===== config.mk =====
export PLATFORM = sky130hd
export DESIGN_NAME = mmu_top
export DESIGN_NICKNAME = d
export VERILOG_FILES = /design/src/mmu_pkg.sv /design/src/ptw_pkg.sv /design/src/mmu_tlb.sv /design/src/mmu_ptw.sv /design/src/mmu_check.sv /design/src/mmu_top.sv
export VERILOG_INCLUDE_DIRS = /design/src
export SDC_FILE = /design/constraint.sdc
export NUM_CORES = 1
export LEC_CHECK = 0
export ABC_AREA = 1
export BUFFER_PORTS_ARGS = -buffer_cell sky130_fd_sc_hd__buf_4
export CORE_UTILIZATION = 55
export CTS_CLUSTER_DIAMETER = 150
export CTS_CLUSTER_SIZE = 24
export DETAILED_ROUTE_END_ITERATION = 7
export PLACE_DENSITY = 0.77
export SYNTH_ARGS = -nofsm -noshare
export SYNTH_HDL_FRONTEND = slang
export SYNTH_SLANG_ARGS = --single-unit
export TNS_END_PERCENT = 50

===== constraint.sdc =====
create_clock -name clk_i -period 6.7 [get_ports clk_i]
set_input_delay 1.005 -clock clk_i [delete_from_list [all_inputs] [get_ports clk_i]]
set_output_delay 1.005 -clock clk_i [all_outputs]
set_load 0.01 [all_outputs]

===== src/mmu_cfg.svh =====
/* MMU configuration */
`ifndef MMU_CFG_SVH
`define MMU_CFG_SVH

// Sv39 address widths
`define MMU_VLEN 39
`define MMU_PLEN 56
`define MMU_PPNW 44
`define MMU_ASIDW 16

// data TLB size
`define MMU_TLB_ENTRIES 4

// PTE memory port
`define MMU_MEM_CREDITS 2
`define MMU_PTE_W 64

// page table shape
`define MMU_LEVELS 3
`define MMU_PAGE_OFFS 12
`define MMU_VPN_IDXW 9

`endif


===== src/mmu_pkg.sv =====
/* translation types */
`default_nettype none
`include "mmu_cfg.svh"

package mmu_pkg;

  // privilege of the load/store access
  typedef enum logic [1:0] {
    PRIV_U = 2'd0,
    PRIV_S = 2'd1
  } priv_lvl_e;

  // exception cause codes as in the privileged spec
  typedef enum logic [3:0] {
    EXC_NONE             = 4'd0,
    EXC_LOAD_PAGE_FAULT  = 4'd13,
    EXC_STORE_PAGE_FAULT = 4'd15
  } exc_cause_e;

  // PTE flag byte, v sits in bit 0
  typedef struct packed {
    logic d;
    logic a;
    logic g;
    logic u;
    logic x;
    logic w;
    logic r;
    logic v;
  } pte_flags_t;

  // page size, also the walk level it was found at
  typedef enum logic [1:0] {
    LVL_1G = 2'd0,
    LVL_2M = 2'd1,
    LVL_4K = 2'd2
  } page_lvl_e;

  typedef logic [`MMU_PPNW-1:0] ppn_t;
  typedef logic [`MMU_VLEN-`MMU_PAGE_OFFS-1:0] vpn_t;

endpackage

`default_nettype wire


===== src/ptw_pkg.sv =====
/* walker types */
`default_nettype none
`include "mmu_cfg.svh"

package ptw_pkg;

  // walker states
  typedef enum logic [2:0] {
    PTW_IDLE,
    PTW_WAIT_CREDIT,
    PTW_WAIT_RSP,
    PTW_REFILL,
    PTW_FAULT
  } ptw_state_e;

  // byte address of a PTE read
  typedef logic [`MMU_PLEN-1:0] mem_addr_t;

  // credit counter, holds 0 up to the reset value
  typedef logic [$clog2(`MMU_MEM_CREDITS+1)-1:0] credit_t;

endpackage

`default_nettype wire


===== src/mmu_tlb.sv =====
/* data TLB */
`timescale 1ns/1ps
`default_nettype none
`include "mmu_cfg.svh"

module mmu_tlb (
  input  logic                      clk_i,
  input  logic                      rst_ni,
  input  logic                      flush_i,
  input  logic [`MMU_ASIDW-1:0]     flush_asid_i,
  input  logic                      lu_access_i,
  input  logic [`MMU_VLEN-1:0]      lu_vaddr_i,
  input  logic [`MMU_ASIDW-1:0]     lu_asid_i,
  input  logic                      upd_valid_i,
  input  mmu_pkg::vpn_t             upd_vpn_i,
  input  logic [`MMU_ASIDW-1:0]     upd_asid_i,
  input  mmu_pkg::ppn_t             upd_ppn_i,
  input  mmu_pkg::page_lvl_e        upd_lvl_i,
  input  mmu_pkg::pte_flags_t       upd_flags_i,
  output logic                      lu_hit_o,
  output mmu_pkg::ppn_t             lu_ppn_o,
  output mmu_pkg::page_lvl_e        lu_lvl_o,
  output mmu_pkg::pte_flags_t       lu_flags_o
);

  localparam int unsigned N    = `MMU_TLB_ENTRIES;
  localparam int unsigned IDXW = (N > 1) ? $clog2(N) : 1;

  // tag and data arrays
  logic [N-1:0]          valid_q;
  mmu_pkg::vpn_t         vpn_q   [N];
  logic [`MMU_ASIDW-1:0] asid_q  [N];
  mmu_pkg::ppn_t         ppn_q   [N];
  mmu_pkg::page_lvl_e    lvl_q   [N];
  mmu_pkg::pte_flags_t   flags_q [N];

  logic [N-1:0]    match;
  logic [IDXW-1:0] rr_q;
  logic [IDXW-1:0] victim;
  logic            found_free;
  mmu_pkg::vpn_t   lu_vpn;

  assign lu_vpn = lu_vaddr_i[`MMU_VLEN-1:`MMU_PAGE_OFFS];

  // ----------------------------------------
  // lookup
  // ----------------------------------------
  // lower vpn fields are ignored for superpages
  always_comb begin
    for (int i = 0; i < N; i++) begin
      match[i] = valid_q[i]
          && (vpn_q[i][26:18] == lu_vpn[26:18])
          && ((lvl_q[i] == mmu_pkg::LVL_1G) || (vpn_q[i][17:9] == lu_vpn[17:9]))
          && ((lvl_q[i] != mmu_pkg::LVL_4K) || (vpn_q[i][8:0] == lu_vpn[8:0]))
          && (flags_q[i].g || (asid_q[i] == lu_asid_i));
    end
  end

  assign lu_hit_o = lu_access_i && (|match);

  // at most one entry matches so a priority pick is enough
  always_comb begin
    lu_ppn_o   = '0;
    lu_lvl_o   = mmu_pkg::LVL_4K;
    lu_flags_o = '0;
    for (int i = 0; i < N; i++) begin
      if (match[i]) begin
        lu_ppn_o   = ppn_q[i];
        lu_lvl_o   = lvl_q[i];
        lu_flags_o = flags_q[i];
      end
    end
  end

  // ----------------------------------------
  // replacement
  // ----------------------------------------
  // lowest free entry wins, else the round-robin pointer
  always_comb begin
    victim     = rr_q;
    found_free = 1'b0;
    for (int i = N - 1; i >= 0; i--) begin
      if (!valid_q[i]) begin
        victim     = IDXW'(i);
        found_free = 1'b1;
      end
    end
  end

  // valid bits and pointer, flush beats refill
  always_ff @(posedge clk_i or negedge rst_ni) begin
    if (!rst_ni) begin
      valid_q <= '0;
      rr_q    <= '0;
    end else if (flush_i) begin
      for (int i = 0; i < N; i++) begin
        // asid zero drops all, otherwise only non-global entries of that asid
        if ((flush_asid_i == '0) || ((asid_q[i] == flush_asid_i) && !flags_q[i].g)) begin
          valid_q[i] <= 1'b0;
        end
      end
    end else if (upd_valid_i) begin
      valid_q[victim] <= 1'b1;
      if (!found_free) begin
        rr_q <= (rr_q == IDXW'(N - 1)) ? '0 : rr_q + 1'b1;
      end
    end
  end

  // entry payload
  always_ff @(posedge clk_i) begin
    if (upd_valid_i && !flush_i) begin
      vpn_q[victim]   <= upd_vpn_i;
      asid_q[victim]  <= upd_asid_i;
      ppn_q[victim]   <= upd_ppn_i;
      lvl_q[victim]   <= upd_lvl_i;
      flags_q[victim] <= upd_flags_i;
    end
  end

  // a refill never creates an alias of a live entry
  a_one_hit: assert property (@(posedge clk_i) disable iff (!rst_ni)
    lu_access_i |-> $onehot0(match));

endmodule

`default_nettype wire


===== src/mmu_ptw.sv =====
/* Sv39 page table walker */
`timescale 1ns/1ps
`default_nettype none
`include "mmu_cfg.svh"

module mmu_ptw (
  input  logic                      clk_i,
  input  logic                      rst_ni,
  input  logic                      en_translation_i,
  input  mmu_pkg::ppn_t             satp_ppn_i,
  input  logic [`MMU_ASIDW-1:0]     asid_i,
  input  logic                      lu_access_i,
  input  logic                      lu_hit_i,
  input  logic [`MMU_VLEN-1:0]      lu_vaddr_i,
  input  logic                      mem_credit_i,
  input  logic                      mem_rsp_valid_i,
  input  logic [`MMU_PTE_W-1:0]     mem_rsp_pte_i,
  input  logic                      flush_i,
  output logic                      mem_req_valid_o,
  output ptw_pkg::mem_addr_t        mem_req_addr_o,
  output logic                      upd_valid_o,
  output mmu_pkg::vpn_t             upd_vpn_o,
  output logic [`MMU_ASIDW-1:0]     upd_asid_o,
  output mmu_pkg::ppn_t             upd_ppn_o,
  output mmu_pkg::page_lvl_e        upd_lvl_o,
  output mmu_pkg::pte_flags_t       upd_flags_o,
  output logic                      ptw_fault_o,
  output logic                      dtlb_miss_o
);

  ptw_pkg::ptw_state_e state_q, state_d;
  mmu_pkg::page_lvl_e  lvl_q, lvl_d;
  ptw_pkg::credit_t    credit_q, credit_d;

  // walk payload
  mmu_pkg::vpn_t       vpn_q;
  mmu_pkg::ppn_t       tbl_ppn_q;
  mmu_pkg::pte_flags_t flags_q;

  logic [`MMU_VPN_IDXW-1:0] vpn_idx;
  mmu_pkg::pte_flags_t      pte_flags;
  mmu_pkg::ppn_t            pte_ppn;
  logic                     pte_leaf;
  logic                     pte_misaligned;
  logic                     pte_bad;
  logic                     start_walk;
  logic                     last_lvl;

  // miss seen while idle, walk begins next cycle
  assign start_walk = (state_q == ptw_pkg::PTW_IDLE) && en_translation_i
      && lu_access_i && !lu_hit_i && !flush_i;
  assign dtlb_miss_o = start_walk;

  // ----------------------------------------
  // PTE decode
  // ----------------------------------------
  assign pte_flags = mmu_pkg::pte_flags_t'(mem_rsp_pte_i[7:0]);
  assign pte_ppn   = mem_rsp_pte_i[53:10];
  assign pte_leaf  = pte_flags.r || pte_flags.x;
  assign last_lvl  = (lvl_q == mmu_pkg::page_lvl_e'(`MMU_LEVELS - 1));

  // superpage ppn must be aligned to its size
  assign pte_misaligned = ((lvl_q == mmu_pkg::LVL_1G) && (|pte_ppn[17:0]))
      || ((lvl_q == mmu_pkg::LVL_2M) && (|pte_ppn[8:0]));

  // A is never set by hardware here, a clear A faults
  assign pte_bad = !pte_flags.v || (pte_flags.w && !pte_flags.r)
      || (pte_leaf && (pte_misaligned || !pte_flags.a))
      || (!pte_leaf && last_lvl);

  // vpn slice indexing the current table
  always_comb begin
    unique case (lvl_q)
      mmu_pkg::LVL_1G: vpn_idx = vpn_q[26:18];
      mmu_pkg::LVL_2M: vpn_idx = vpn_q[17:9];
      default:         vpn_idx = vpn_q[8:0];
    endcase
  end

  // table base plus index times 8
  assign mem_req_addr_o = {tbl_ppn_q, vpn_idx, 3'b000};

  // ----------------------------------------
  // FSM
  // ----------------------------------------
  always_comb begin
    state_d         = state_q;
    lvl_d           = lvl_q;
    mem_req_valid_o = 1'b0;
    upd_valid_o     = 1'b0;
    ptw_fault_o     = 1'b0;
    unique case (state_q)
      ptw_pkg::PTW_IDLE: begin
        if (start_walk) begin
          state_d = ptw_pkg::PTW_WAIT_CREDIT;
          lvl_d   = mmu_pkg::LVL_1G;
        end
      end
      ptw_pkg::PTW_WAIT_CREDIT: begin
        // one read in flight at a time
        if (credit_q != '0) begin
          mem_req_valid_o = 1'b1;
          state_d         = ptw_pkg::PTW_WAIT_RSP;
        end
      end
      ptw_pkg::PTW_WAIT_RSP: begin
        if (mem_rsp_valid_i) begin
          if (pte_bad) begin
            state_d = ptw_pkg::PTW_FAULT;
          end else if (pte_leaf) begin
            state_d = ptw_pkg::PTW_REFILL;
          end else begin
            // pointer to the next level table
            state_d = ptw_pkg::PTW_WAIT_CREDIT;
            lvl_d   = mmu_pkg::page_lvl_e'(lvl_q + 2'd1);
          end
        end
      end
      ptw_pkg::PTW_REFILL: begin
        upd_valid_o = 1'b1;
        state_d     = ptw_pkg::PTW_IDLE;
      end
      ptw_pkg::PTW_FAULT: begin
        ptw_fault_o = 1'b1;
        state_d     = ptw_pkg::PTW_IDLE;
      end
      default: state_d = ptw_pkg::PTW_IDLE;
    endcase
  end

  // credits: spend on request, get back on mem_credit_i
  assign credit_d = credit_q + ptw_pkg::credit_t'(mem_credit_i)
      - ptw_pkg::credit_t'(mem_req_valid_o);

  always_ff @(posedge clk_i or negedge rst_ni) begin
    if (!rst_ni) begin
      state_q  <= ptw_pkg::PTW_IDLE;
      lvl_q    <= mmu_pkg::LVL_1G;
      credit_q <= ptw_pkg::credit_t'(`MMU_MEM_CREDITS);
    end else begin
      state_q  <= state_d;
      lvl_q    <= lvl_d;
      credit_q <= credit_d;
    end
  end

  // tbl_ppn_q holds the table base, then the leaf ppn
  always_ff @(posedge clk_i) begin
    if (start_walk) begin
      vpn_q     <= lu_vaddr_i[`MMU_VLEN-1:`MMU_PAGE_OFFS];
      tbl_ppn_q <= satp_ppn_i;
    end else if ((state_q == ptw_pkg::PTW_WAIT_RSP) && mem_rsp_valid_i && !pte_bad) begin
      tbl_ppn_q <= pte_ppn;
      flags_q   <= pte_flags;
    end
  end

  // refill data
  assign upd_vpn_o   = vpn_q;
  assign upd_asid_o  = asid_i;
  assign upd_ppn_o   = tbl_ppn_q;
  assign upd_lvl_o   = lvl_q;
  assign upd_flags_o = flags_q;

  // ----------------------------------------
  // assertions
  // ----------------------------------------
  a_req_credit: assert property (@(posedge clk_i) disable iff (!rst_ni)
    mem_req_valid_o |-> (credit_q != '0));

  // environment returns no more credits than were taken
  a_credit_max: assert property (@(posedge clk_i) disable iff (!rst_ni)
    credit_q <= ptw_pkg::credit_t'(`MMU_MEM_CREDITS));

  a_flush_idle: assert property (@(posedge clk_i) disable iff (!rst_ni)
    flush_i |-> (state_q == ptw_pkg::PTW_IDLE));

endmodule

`default_nettype wire


===== src/mmu_check.sv =====
/* load/store result stage */
`timescale 1ns/1ps
`default_nettype none
`include "mmu_cfg.svh"

module mmu_check (
  input  logic                   clk_i,
  input  logic                   rst_ni,
  input  logic                   en_translation_i,
  input  mmu_pkg::priv_lvl_e     priv_lvl_i,
  input  logic                   sum_i,
  input  logic                   lsu_req_i,
  input  logic [`MMU_VLEN-1:0]   lsu_vaddr_i,
  input  logic                   lsu_is_store_i,
  input  logic                   lu_hit_i,
  input  mmu_pkg::ppn_t          lu_ppn_i,
  input  mmu_pkg::page_lvl_e     lu_lvl_i,
  input  mmu_pkg::pte_flags_t    lu_flags_i,
  input  logic                   ptw_fault_i,
  output logic                   lsu_valid_o,
  output logic [`MMU_PLEN-1:0]   lsu_paddr_o,
  output mmu_pkg::exc_cause_e    lsu_cause_o,
  output mmu_pkg::ppn_t          lsu_dtlb_ppn_o
);

  // superpages take the low vpn fields from the vaddr
  function automatic mmu_pkg::ppn_t merge_ppn(mmu_pkg::ppn_t ppn, mmu_pkg::vpn_t vpn,
                                              mmu_pkg::page_lvl_e lvl);
    mmu_pkg::ppn_t res;
    res = ppn;
    if (lvl == mmu_pkg::LVL_2M) begin
      res[8:0] = vpn[8:0];
    end
    if (lvl == mmu_pkg::LVL_1G) begin
      res[17:0] = vpn[17:0];
    end
    return res;
  endfunction

  // registered request and lookup
  logic                 req_q, hit_q, store_q;
  logic [`MMU_VLEN-1:0] vaddr_q;
  mmu_pkg::ppn_t        ppn_q;
  mmu_pkg::page_lvl_e   lvl_q;
  mmu_pkg::pte_flags_t  flags_q;
  logic                 perm_fault;
  mmu_pkg::exc_cause_e  pf_cause;

  // a request is taken once, not again in its own result cycle
  always_ff @(posedge clk_i or negedge rst_ni) begin
    if (!rst_ni) begin
      req_q <= 1'b0;
      hit_q <= 1'b0;
    end else begin
      req_q <= lsu_req_i && !lsu_valid_o;
      hit_q <= lu_hit_i;
    end
  end

  always_ff @(posedge clk_i) begin
    vaddr_q <= lsu_vaddr_i;
    store_q <= lsu_is_store_i;
    ppn_q   <= lu_ppn_i;
    lvl_q   <= lu_lvl_i;
    flags_q <= lu_flags_i;
  end

  // ----------------------------------------
  // permission check
  // ----------------------------------------
  // u page from u mode, s access to u page only with sum,
  // store needs W and D, load needs R
  assign perm_fault = ((priv_lvl_i == mmu_pkg::PRIV_U) && !flags_q.u)
      || ((priv_lvl_i == mmu_pkg::PRIV_S) && flags_q.u && !sum_i)
      || (store_q && (!flags_q.w || !flags_q.d))
      || (!store_q && !flags_q.r);

  assign pf_cause = store_q ? mmu_pkg::EXC_STORE_PAGE_FAULT : mmu_pkg::EXC_LOAD_PAGE_FAULT;

  // cycle 1 result
  always_comb begin
    lsu_valid_o = req_q;
    lsu_paddr_o = {{(`MMU_PLEN - `MMU_VLEN){1'b0}}, vaddr_q};
    lsu_cause_o = mmu_pkg::EXC_NONE;
    if (en_translation_i) begin
      lsu_paddr_o = {merge_ppn(ppn_q, vaddr_q[`MMU_VLEN-1:`MMU_PAGE_OFFS], lvl_q),
                     vaddr_q[`MMU_PAGE_OFFS-1:0]};
      // hit result, or the walker gave up on this request
      lsu_valid_o = (req_q && hit_q) || ptw_fault_i;
      if (ptw_fault_i || (req_q && hit_q && perm_fault)) begin
        lsu_cause_o = pf_cause;
      end
    end
  end

  // cycle 0 ppn, straight from the lookup
  assign lsu_dtlb_ppn_o = en_translation_i
      ? merge_ppn(lu_ppn_i, lsu_vaddr_i[`MMU_VLEN-1:`MMU_PAGE_OFFS], lu_lvl_i)
      : mmu_pkg::ppn_t'(lsu_vaddr_i[`MMU_VLEN-1:`MMU_PAGE_OFFS]);

  // walker faults only while a missed request is held
  a_fault_held: assert property (@(posedge clk_i) disable iff (!rst_ni)
    ptw_fault_i |-> (req_q && !hit_q));

endmodule

`default_nettype wire


===== src/mmu_top.sv =====
/* load/store MMU top */
`timescale 1ns/1ps
`default_nettype none
`include "mmu_cfg.svh"

module mmu_top (
  input  logic                      clk_i,
  input  logic                      rst_ni,
  // translation control
  input  logic                      en_translation_i,
  input  mmu_pkg::priv_lvl_e        priv_lvl_i,
  input  logic                      sum_i,
  input  mmu_pkg::ppn_t             satp_ppn_i,
  input  logic [`MMU_ASIDW-1:0]     asid_i,
  input  logic                      flush_tlb_i,
  input  logic [`MMU_ASIDW-1:0]     flush_asid_i,
  // LSU side
  input  logic                      lsu_req_i,
  input  logic [`MMU_VLEN-1:0]      lsu_vaddr_i,
  input  logic                      lsu_is_store_i,
  output logic                      lsu_dtlb_hit_o,
  output mmu_pkg::ppn_t             lsu_dtlb_ppn_o,
  output logic                      lsu_valid_o,
  output logic [`MMU_PLEN-1:0]      lsu_paddr_o,
  output mmu_pkg::exc_cause_e       lsu_cause_o,
  output logic                      dtlb_miss_o,
  // PTE memory port
  output logic                      mem_req_valid_o,
  output ptw_pkg::mem_addr_t        mem_req_addr_o,
  input  logic                      mem_rsp_valid_i,
  input  logic [`MMU_PTE_W-1:0]     mem_rsp_pte_i,
  input  logic                      mem_credit_i
);

  // lookup result
  logic                  lu_hit;
  mmu_pkg::ppn_t         lu_ppn;
  mmu_pkg::page_lvl_e    lu_lvl;
  mmu_pkg::pte_flags_t   lu_flags;

  // refill from the walker
  logic                  upd_valid;
  mmu_pkg::vpn_t         upd_vpn;
  logic [`MMU_ASIDW-1:0] upd_asid;
  mmu_pkg::ppn_t         upd_ppn;
  mmu_pkg::page_lvl_e    upd_lvl;
  mmu_pkg::pte_flags_t   upd_flags;
  logic                  ptw_fault;

  // bare mode is always ready
  assign lsu_dtlb_hit_o = en_translation_i ? lu_hit : 1'b1;

  mmu_tlb u_tlb (
    .clk_i        (clk_i),
    .rst_ni       (rst_ni),
    .flush_i      (flush_tlb_i),
    .flush_asid_i (flush_asid_i),
    .lu_access_i  (lsu_req_i),
    .lu_vaddr_i   (lsu_vaddr_i),
    .lu_asid_i    (asid_i),
    .upd_valid_i  (upd_valid),
    .upd_vpn_i    (upd_vpn),
    .upd_asid_i   (upd_asid),
    .upd_ppn_i    (upd_ppn),
    .upd_lvl_i    (upd_lvl),
    .upd_flags_i  (upd_flags),
    .lu_hit_o     (lu_hit),
    .lu_ppn_o     (lu_ppn),
    .lu_lvl_o     (lu_lvl),
    .lu_flags_o   (lu_flags)
  );

  mmu_ptw u_ptw (
    .clk_i            (clk_i),
    .rst_ni           (rst_ni),
    .en_translation_i (en_translation_i),
    .satp_ppn_i       (satp_ppn_i),
    .asid_i           (asid_i),
    .lu_access_i      (lsu_req_i),
    .lu_hit_i         (lu_hit),
    .lu_vaddr_i       (lsu_vaddr_i),
    .mem_credit_i     (mem_credit_i),
    .mem_rsp_valid_i  (mem_rsp_valid_i),
    .mem_rsp_pte_i    (mem_rsp_pte_i),
    .flush_i          (flush_tlb_i),
    .mem_req_valid_o  (mem_req_valid_o),
    .mem_req_addr_o   (mem_req_addr_o),
    .upd_valid_o      (upd_valid),
    .upd_vpn_o        (upd_vpn),
    .upd_asid_o       (upd_asid),
    .upd_ppn_o        (upd_ppn),
    .upd_lvl_o        (upd_lvl),
    .upd_flags_o      (upd_flags),
    .ptw_fault_o      (ptw_fault),
    .dtlb_miss_o      (dtlb_miss_o)
  );

  mmu_check u_check (
    .clk_i            (clk_i),
    .rst_ni           (rst_ni),
    .en_translation_i (en_translation_i),
    .priv_lvl_i       (priv_lvl_i),
    .sum_i            (sum_i),
    .lsu_req_i        (lsu_req_i),
    .lsu_vaddr_i      (lsu_vaddr_i),
    .lsu_is_store_i   (lsu_is_store_i),
    .lu_hit_i         (lu_hit),
    .lu_ppn_i         (lu_ppn),
    .lu_lvl_i         (lu_lvl),
    .lu_flags_i       (lu_flags),
    .ptw_fault_i      (ptw_fault),
    .lsu_valid_o      (lsu_valid_o),
    .lsu_paddr_o      (lsu_paddr_o),
    .lsu_cause_o      (lsu_cause_o),
    .lsu_dtlb_ppn_o   (lsu_dtlb_ppn_o)
  );

endmodule

`default_nettype wire


==> results of run 1 <==
## area by class of cell
| class | instances | area [sq um] | share of cell area |
|---|---|---|---|
| clock buffers | 48 | 754.5 | 0.02658 |
| inverters | 259 | 977.2 | 0.03443 |
| clock inverters | 2 | 28.78 | 0.001014 |
| well taps | 592 | 740.7 | 0.02610 |
| multi-input cells | 1525 | 7451 | 0.2625 |
| flip-flops and latches | 557 | 15750 | 0.5550 |
| repair buffers | 355 | 2678 | 0.09434 |
## registers in the layout, indices dropped and copies added (netlist names), 8 cells and up
| name | flops |
|---|---|
| u_tlb.asid_q | 64 |
| u_tlb.vpn_q | 108 |
| u_ptw.upd_ppn_o | 44 |
| u_check.vaddr_q | 39 |
| u_tlb.flags_q | 20 |
| u_tlb.ppn_q | 176 |
| u_ptw.upd_vpn_o | 27 |
| u_tlb.lvl_q | 8 |
| u_check.ppn_q | 44 |
## per-stage QoR
step	util	hold WS, ps	cells	cell area, sq um
6_report	0.6404	246.8	3338	28380
5_1_grt	0.6404	239.5	3338	28380
4_1_cts	0.6404	229.2	3338	28380
3_5_place_dp	0.6227	479.9	3288	27600
3_3_place_gp	0.6227	464.8	3288	27600
2_1_floorplan	-	445.8	2449	24770
## layer usage
layer,vias to the layer above,track usage,share of wire
li1,8603,-,-
met1,8808,0.3901,0.41
met2,718,0.4944,0.50
met3,78,0.03546,0.069
met4,0,0.08095,0.023
met5,-,0,0
## worst reg2reg max path: stages (launching register included)
cell and delay [ps]:
edfxtp_1 410, inv_1 150, nand2_1 70, nand2_1 60, nor2_1 70, nand2_1 70, nor2_1 60, nand2_1 140
nand2_1 120, nand3_1 100, nand2_1 50, nor2_1 220, nand4_1 130, buf_4 300, inv_2 560, buf_4 660
o21ai_0 290
## how the worst min path moves through the flow
stage | start | endpoint | slack, ps | cells after the start
4_1_cts | rst_ni | u_tlb.valid_q[0] | 230 | 1
5_1_grt | rst_ni | u_tlb.valid_q[0] | 240 | 1
3_3_place_gp | u_ptw.upd_flags_o[2] | u_tlb.flags_q[2][2] | 460 | 0
2_1_floorplan | u_tlb.ppn_q[3][27] | u_check.ppn_q[27] | 450 | 2
3_5_place_dp | u_ptw.upd_flags_o[2] | u_tlb.flags_q[2][2] | 480 | 0
6_report | rst_ni | u_tlb.valid_q[0] | 250 | 1
## Yosys cell counts, types with 3 or more instances
master,n
buf_4,28
nand2_2,7
a221oi_1,4
clkbuf_2,7
xor2_1,69
mux2_2,19
nand3_1,175
clkbuf_1,28
a21oi_1,47
ha_1,6
edfxtp_1,452
a41oi_1,4
nand4_1,37
nor4_1,12
o22ai_1,12
buf_6,8
nand2_4,4
xnor2_1,57
nor2_2,3
a22oi_1,9
nand2_1,711
or2_2,4
buf_1,3
o2111ai_1,5
inv_1,249
dfrtp_1,14
o21ai_1,27
nor3_1,18
dfxtp_1,90
buf_2,34
o21ai_0,61
a211oi_1,3
inv_2,10
nor2_1,205
## cell families (layout without fill, tap and decap cells)
family,after synthesis,count (layout),share of synthesized area
flip-flops,557,557,0.6362
adder cells (fa/ha/maj),6,6,0.003032
buffers and inverters,367,664,0.06438
XOR/XNOR,126,126,0.04457
multiplexers,19,19,0.008642
AO/OA/AOI/OAI,184,184,0.04275
AND/OR/NAND/NOR,1187,1187,0.2003
other,1,3,0.0001515
## power breakdown
part | internal (mW) | total, mW | switching [mW]
Sequential | 3.81 | 3.87 | 0.0611
Clock | 0.779 | 1.84 | 1.06
Combinational | 0.267 | 0.675 | 0.408
Total | 4.86 | 6.39 | 1.53
==> impl_metrics.tcl, run 1 <==
set metrics [dict create \
    cts_buffers 27 \
    timing.rr.start "u_tlb.asid_q[1][5]" \
    overflow 0 \
    drcViolationCount 0 \
    cp.required_ps 5690 \
    synth_top_flop_cell "edfxtp_1" \
    diodes 0 \
    hold_viol 0 \
    h-tree-depth 1 \
    pre_cts_ws_ps 1652 \
    syn_inst 2447 \
    p_leak_nw 12.30 \
    synth_edf_count 452 \
    worstSkewPairLatency_ps 610 \
    die_area_sq_um 45870 \
    postCtsSetupBuffers 0 \
    clockRootBuffer "clkbuf_16" \
    peakVddDrop_mv 0.2170 \
    rr_endpoint "u_ptw.upd_ppn_o[4]" \
    path_class "input port to output pin" \
    fmax_ghz 0.1965 \
    area_delta_synth_final_pct 14.63 \
    final_common_cell "nand2_1" \
    fin_tns_setup_ps 0 \
    yosys.area.top_type "edfxtp_1" \
    maxSlewViolCount 0 \
    synthArstFlopShare 0.02693 \
    io_buffers 338 \
    ios 354 \
    cpMostUsedCell "nand2_1" \
    synth_area_sq_um 24760 \
    antenna_found_initial 0 \
    fin_skew_ps 30.68 \
    synthDominantCellAreaShare 0.5482 \
    cts_tree "yes" \
    grt.total_usage 0.2891 \
    hp-class "input port to asynchronous set/reset pin" \
    min_period_ps 5089 \
    avgViaCountPerCell 5.454 \
    arrival_ps 4080 \
    r2r_slack_ps 2960 \
    grt_pass1_vias 17637 \
    gp_congestion 0.9255 \
    synth_cell_types 52 \
    endpoint_kind "output pin" \
    die_height_um 214.2 \
    synth.top_cells.by_area "edfxtp_1 (55%), nand2_1 (11%), dfxtp_1 (7.3%)" \
    cts.clk_slew.worst_paths_ps 110 \
    final_cell_mix "nand2_1 (709), edfxtp_1 (452), buf_4 (354), inv_1 (247), nor2_1 (203)" \
    wl_per_cell_um 20.12 \
    cts-hold-fix-buffers 0 \
    crit_buf_inv 5 \
    nets 2921 \
    ys_warn_count 0 \
    ctsResizeCount 0 \
    startpoint_type "input port" \
    vias 18207 \
    firstDrtPassIters 5 \
    fill_cells 3521 \
    path_max_fanout 33 \
    clkSinkCount 557 \
    maxSlewHeadroom 0.2451 \
    rows 77 \
    drv_cap 0 \
    yosysSeqAreaShare 0.6362 \
    layout_setup_ws_ps 1611 \
    setup_viol 0 \
    period_share 0.7595 \
    endpoint "lsu_dtlb_ppn_o[17]" \
    antenna_left 0 \
    wl_mm 67.16 \
    core_sq_um 44320 \
    dp_hpwl_mm 47.05 \
    power_density_nw_per_um2 225.2 \
    cts.path.max_buffers 3 \
    grt_start_max_net_pins 79 \
    cp.depth 17 \
    grt_first_pass_wirelength_mm 102.1 \
    die_width_um 214.2 \
    crit_slowest_cell "buf_4" \
    power_mw 6.390 \
    syn_area_per_cell_sq_um 10.12 \
    drive_gt1_frac 0.1624 \
    setup.worst_path.start "lsu_vaddr_i[33]" \
    status "finished clean" \
    drt-initial-drc-count 1750 \
    crit_chain "buf_4 > inv_1 > nand2_1 > nand4_1 > nor3_1 > nand2_1 > a21oi_4 > buf_4 > nand3_1 > nand2_1 > inv_2 > nand2_2 > nand3_4 > nand2_4 > nand2_1 > nand2_1 > buf_4" \
    initial_core_util 0.5587 \
    critPathMaxStageDelay_ps 480 \
    rsz0062_at_grt "no" \
    tightest_slew_ps 1122 \
    synth_seq_cells 557 \
    cpLargestDelayFamily "simple AND/OR/NAND/NOR gates" \
    r2r_cells 16 \
]
Power figures use the tool's default switching activity.
==> inputs of run 2 (changes only) <==
==> constraint.sdc (replaced) <==
create_clock -name clk_i -period 4.9 [get_ports clk_i]
set_input_delay 0.735 -clock clk_i [delete_from_list [all_inputs] [get_ports clk_i]]
set_output_delay 0.735 -clock clk_i [all_outputs]
set_load 0.01 [all_outputs]
==> run 2 against run 1 <==
Critical path depth decreased by 1. Sequential power is 37% higher. Hold slack lost 3.7 ps. Register-to-register slack lost 1300 ps. Total power increased by 37%. Clock power increased by 35%. Sequential cell count did not move. Final cell count rose by 0.24%. Largest cell class unchanged.
==> impl_metrics.tcl, run 2 (synthesis gave the netlist of run 1 again) <==
set metrics [dict create \
    status "finished clean" \
    path_class "flop to output pin" \
    h-tree-depth 1 \
    gp_congestion 0.9718 \
    cts.clk_slew.worst_paths_ps 100 \
    die_area_sq_um 45870 \
    fin_skew_ps 33.89 \
    top_register "u_tlb.ppn_q" \
    endpoint_kind "output pin" \
    arrival_ps 3610 \
    nets 2930 \
    ios 354 \
    p_switching_mw 2.084 \
    avgViaCountPerCell 5.442 \
    clkSinkCount 557 \
    power.share.combinational 0.108 \
    p_int_mw 6.641 \
    fmax_ghz 0.2303 \
    cts_tree "yes" \
    worstSkewPairLatency_ps 600 \
    drcViolationCount 0 \
    cp.required_ps 4160 \
    setup.worst_path.start "u_tlb.asid_q[2][10]" \
    hold_viol 0 \
    period_share 0.8860 \
    timing.rr.start "u_ptw.state_q[2]" \
    swShare 0.2389 \
    hold_ws_ps 243.1 \
    final_common_cell "nand2_1" \
    hp-class "input port to flop" \
    top_regs "u_tlb.ppn_q x176, u_tlb.vpn_q x108, u_tlb.asid_q x64" \
    maxSlewViolCount 0 \
    layout_setup_ws_ps 558.6 \
    cpMostUsedCell "nand2_1" \
    p_seq_frac 0.607 \
    r2r_cells 6 \
    die_width_um 214.2 \
    final_area_sq_um 28500 \
    cts_buffers 27 \
    area_delta_synth_final_pct 15.13 \
    drv_cap 0 \
    wl_mm 67.15 \
    power_density_nw_per_um2 306.1 \
    startpoint_type "flop" \
    vias 18208 \
    placed_area_sq_um 27720 \
    grt_pass1_vias 17812 \
    io_buffers 338 \
    setup_viol 0 \
    firstDrtPassIters 7 \
    clockRootBuffer "clkbuf_16" \
    rsz0062_at_grt "no" \
    min_period_ps 4341 \
    crit_buf_inv 3 \
    dp_hpwl_mm 47.60 \
    hold_path.startpoint "lsu_vaddr_i[11]" \
    postCtsSetupBuffers 0 \
    die_height_um 214.2 \
    maxSlewHeadroom 0.3147 \
    final_cell_mix "nand2_1 (709), edfxtp_1 (452), buf_4 (357), inv_1 (247), nor2_1 (203)" \
    min_to "u_check.vaddr_q[11]" \
    rows 77 \
    drive_gt1_frac 0.1645 \
    core_sq_um 44320 \
    path_max_fanout 41 \
    initial_core_util 0.5587 \
    drt-initial-drc-count 1905 \
    p_leak_nw 12.36 \
    cts.path.max_buffers 3 \
    grt_start_max_net_pins 98 \
    cpLargestDelayFamily "simple AND/OR/NAND/NOR gates" \
    wl_per_cell_um 20.07 \
    grt.total_usage 0.2892 \
    power.share.clock 0.286 \
    largest_register_ffs 176 \
    r2r_slack_ps 1670 \
    peakVddDrop_mv 0.2951 \
    overflow 0 \
    diodes 0 \
    tightest_slew_ps 1019 \
    grt_first_pass_wirelength_mm 102.6 \
    critPathMaxStageDelay_ps 500 \
    fill_cells 3447 \
    rr_endpoint "u_tlb.ppn_q[3][38]" \
    antenna_found_initial 0 \
    min_delay_path_depth 1 \
    crit_slowest_cell "buf_4" \
    antenna_left 0 \
    pre_cts_ws_ps 624.2 \
    crit_chain "xor2_1 > nor2_1 > nand2_1 > nor2_1 > nand2_1 > a21oi_4 > buf_4 > nand3_1 > nand2_1 > inv_2 > nand2_2 > nand3_4 > nand2_4 > nand2_1 > nand2_1 > buf_4" \
]
## run 2: cell types whose count changed in the layout (fill, tap and decap cells not counted)
cell,before,now
dlygate4sd3_1,0,1
buf_12,1,6
buf_4,354,357
inv_6,1,0
## run 2: worst max-delay path by stage
stage                          to  cells after the start
2_1_floorplan  u_tlb.asid_q[1][0]                      3
3_3_place_gp    lsu_dtlb_ppn_o[3]                     17
3_5_place_dp    lsu_dtlb_ppn_o[7]                     17
4_1_cts        lsu_dtlb_ppn_o[14]                     16
5_1_grt        lsu_dtlb_ppn_o[14]                     16
6_report       lsu_dtlb_ppn_o[14]                     16
## run 2: area by class of cell
type / count / area (sq um) / area share
clock inverter: 1 / 20.02 / 0.0007023
timing repair buffer: 364 / 2810 / 0.09859
tap: 592 / 740.7 / 0.02599
multi-input combinational: 1525 / 7451 / 0.2614
inverter: 259 / 977.2 / 0.03428
sequential: 557 / 15750 / 0.5526
clock buffer: 48 / 754.5 / 0.02647
## run 2: through the flow
stage | TNS (ps) | power (mW) | cells | utilization
final | 0 | 8.726 | 3346 | 0.6432
after global routing | 0 | 8.996 | 3346 | 0.6432
after CTS | 0 | 8.751 | 3346 | 0.6432
after detailed placement | 0 | 6.331 | 3296 | 0.6255
after global placement | 0 | 6.299 | 3296 | 0.6255
after floorplan | -78630 | 5.846 | 2449 | -
## run 2: metal layers
layer / vias up / share of wire / track usage
met1: 8685 / 0.40 / 0.3798
met3: 88 / 0.071 / 0.03688
met5: - / 0 / 0
met2: 810 / 0.50 / 0.5051
li1: 8625 / - / -
met4: 0 / 0.027 / 0.08048
## run 2: power groups by stage
stage                     logic, mW  registers (mW)  clock network (mW)
after floorplan               0.466            5.38                   0
after global placement        0.906            5.39                   0
after detailed placement      0.931            5.40                   0
after CTS                     0.938            5.29                2.52
after global routing           1.01            5.30                2.68
final                         0.939            5.29                2.49
## run 2: timing repair
action                                 in CTS  in global routing
setup endpoints to repair                   0                  0
gates resized for setup                     0                  0
endpoints found under the hold margin      14                  0
hold buffers                                1                  0
==> inputs of run 3 (changes only) <==
--- a/config.mk
+++ b/config.mk
@@ -9,7 +9,7 @@
 export ABC_AREA = 1
 export BUFFER_PORTS_ARGS = -buffer_cell sky130_fd_sc_hd__buf_4
 export CORE_UTILIZATION = 55
-export CTS_CLUSTER_DIAMETER = 150
+export CTS_CLUSTER_DIAMETER = 200
 export CTS_CLUSTER_SIZE = 24
 export DETAILED_ROUTE_END_ITERATION = 7
 export PLACE_DENSITY = 0.77
==> constraint.sdc (replaced) <==
create_clock -name clk_i -period 4.6 [get_ports clk_i]
set_input_delay 0.69 -clock clk_i [delete_from_list [all_inputs] [get_ports clk_i]]
set_output_delay 0.69 -clock clk_i [all_outputs]
set_load 0.01 [all_outputs]
==> run 3 against run 2 <==
Critical path depth did not move. Total power is 6.9% higher. Combinational power increased by 5.4%. Sequential power grew 6.6%. Final cell count up 0.18%. Sequential cell count unchanged. Non-clock buffer count rose by 4.
==> impl_metrics.tcl, run 3 (synthesis gave the netlist of run 1 again) <==
set metrics [dict create \
    status "finished clean" \
    h-tree-depth 1 \
    grt.total_usage 0.2856 \
    endpoint_kind "output pin" \
    cts_tree "yes" \
    core_sq_um 44320 \
    cts.path.max_buffers 3 \
    path_max_fanout 31 \
    hp-class "input port to flop" \
    fin_tns_setup_ps 0 \
    maxSlewViolCount 0 \
    die_height_um 214.2 \
    path_class "flop to output pin" \
    die_area_sq_um 45870 \
    gp_congestion 0.9481 \
    grt_start_max_net_pins 97 \
    avgViaCountPerCell 5.465 \
    arrival_ps 3360 \
    final_cell_mix "nand2_1 (709), edfxtp_1 (452), buf_4 (357), inv_1 (247), nor2_1 (203)" \
    peakVddDrop_mv 0.3059 \
    grt_first_pass_wirelength_mm 101.1 \
    die_width_um 214.2 \
    wl_mm 66.93 \
    setup_viol 0 \
    fin_skew_ps 43.02 \
    maxSlewHeadroom 0.4111 \
    top_register "u_tlb.ppn_q" \
    layout_setup_ws_ps 552.0 \
    firstDrtPassIters 5 \
    final_util 0.6453 \
    clockRootBuffer "clkbuf_16" \
    rsz0062_at_grt "no" \
    power_mw 9.327 \
    period_share 0.8800 \
    ctsResizeCount 0 \
    grt_pass1_vias 17754 \
    cts.clk_slew.worst_paths_ps 110 \
    largest_register_ffs 176 \
    rows 77 \
    drt-initial-drc-count 1675 \
    cp.required_ps 3910 \
    drive_gt1_frac 0.1660 \
    drv_cap 0 \
    initial_core_util 0.5587 \
    pre_cts_ws_ps 641.2 \
    io_buffers 338 \
    power_density_nw_per_um2 326.2 \
    final_common_cell "nand2_1" \
    antenna_found_initial 1 \
    startpoint_type "flop" \
    tightest_slew_ps 875.3 \
    cts_buffers 27 \
    min_period_ps 4048 \
    overflow 0 \
    wl_per_cell_um 19.97 \
    fill_cells 3482 \
    fmax_ghz 0.2470 \
    clkSinkCount 557 \
    worstSkewPairLatency_ps 610 \
    multi_input_area_sq_um 7451 \
    dp_hpwl_mm 47.74 \
    area_delta_synth_final_pct 15.50 \
    hold_viol 0 \
    antenna_left 0 \
    vias 18319 \
    nets 2934 \
    p_leak_nw 12.40 \
    top_regs "u_tlb.ppn_q x176, u_tlb.vpn_q x108, u_tlb.asid_q x64" \
    seq_area_sq_um 15750 \
    ios 354 \
    drcViolationCount 0 \
]
==> run 3: path summary, 6_finish.rpt <==
kind / start / end / slack (ps) / cells after the start
max in group asynchronous: rst_ni / u_ptw.credit_q[1] / 3830 / 2
setup / recovery: u_tlb.asid_q[1][11] / lsu_dtlb_ppn_o[6] / 550 / 16
min in group asynchronous: rst_ni / u_tlb.rr_q[0] / 500 / 2
setup reg to reg: u_tlb.asid_q[1][9] / u_ptw.upd_ppn_o[27] / 1460 / 14
hold reg to reg: u_ptw.upd_flags_o[2] / u_tlb.flags_q[2][2] / 500 / 0
hold / removal: lsu_vaddr_i[8] / u_check.vaddr_q[8] / 180 / 1
==> run 3: timing repair <==
item,CTS,global route
buffers inserted,0,0
hold buffers,1,0
hold endpoints to repair,14,0
==> run 3: layer usage <==
layer  GRT usage  vias up  wire length [um]
met3     0.03163      105              5023
met1      0.3791     8738             26770
met4     0.09119        0              1914
met5           0        -                 0
li1            -     8632                 -
met2      0.4930      844             33230
==> run 3: critical path, cell delays in order (launching register included) <==
cell and delay [ps]:
edfxtp_1 440, xor2_1 170, nor2_1 90, nand2_1 90, nor2_1 140, nand2_1 140, a21oi_2 220, nand2_2 170
inv_2 240, buf_12 240, nand2_1 80, nand2_1 70, nand2_1 50, nand2_1 70, o21ai_0 140, o21ai_1 200
buf_4 150
==> run 3: stage by stage <==
step           hold WS (ps)  cell area, sq um  std cells
6_report              181.4             28600       3352
5_1_grt               154.6             28600       3352
4_1_cts               154.1             28590       3351
3_5_place_dp          482.5             27800       3300
3_3_place_gp          468.7             27800       3300
2_1_floorplan         394.4             24770       2449
==> run 3: layout make-up <==
class,instances,share of cell area
inverters,259,0.03417
clock inverters,2,0.001006
diodes,1,0.00008751
well taps,592,0.02590
clock buffers,48,0.02638
repair buffers,368,0.1011
flip-flops and latches,557,0.5508
multi-input cells,1525,0.2606
==> run 3: power by group <==
part	switching [mW]	internal [mW]	total (mW)	leakage, nW
registers	0.0896	5.55	5.64	4.99
logic	0.598	0.393	0.990	7.03
clock network	1.56	1.13	2.70	0.372
total	2.25	7.08	9.33	12.4
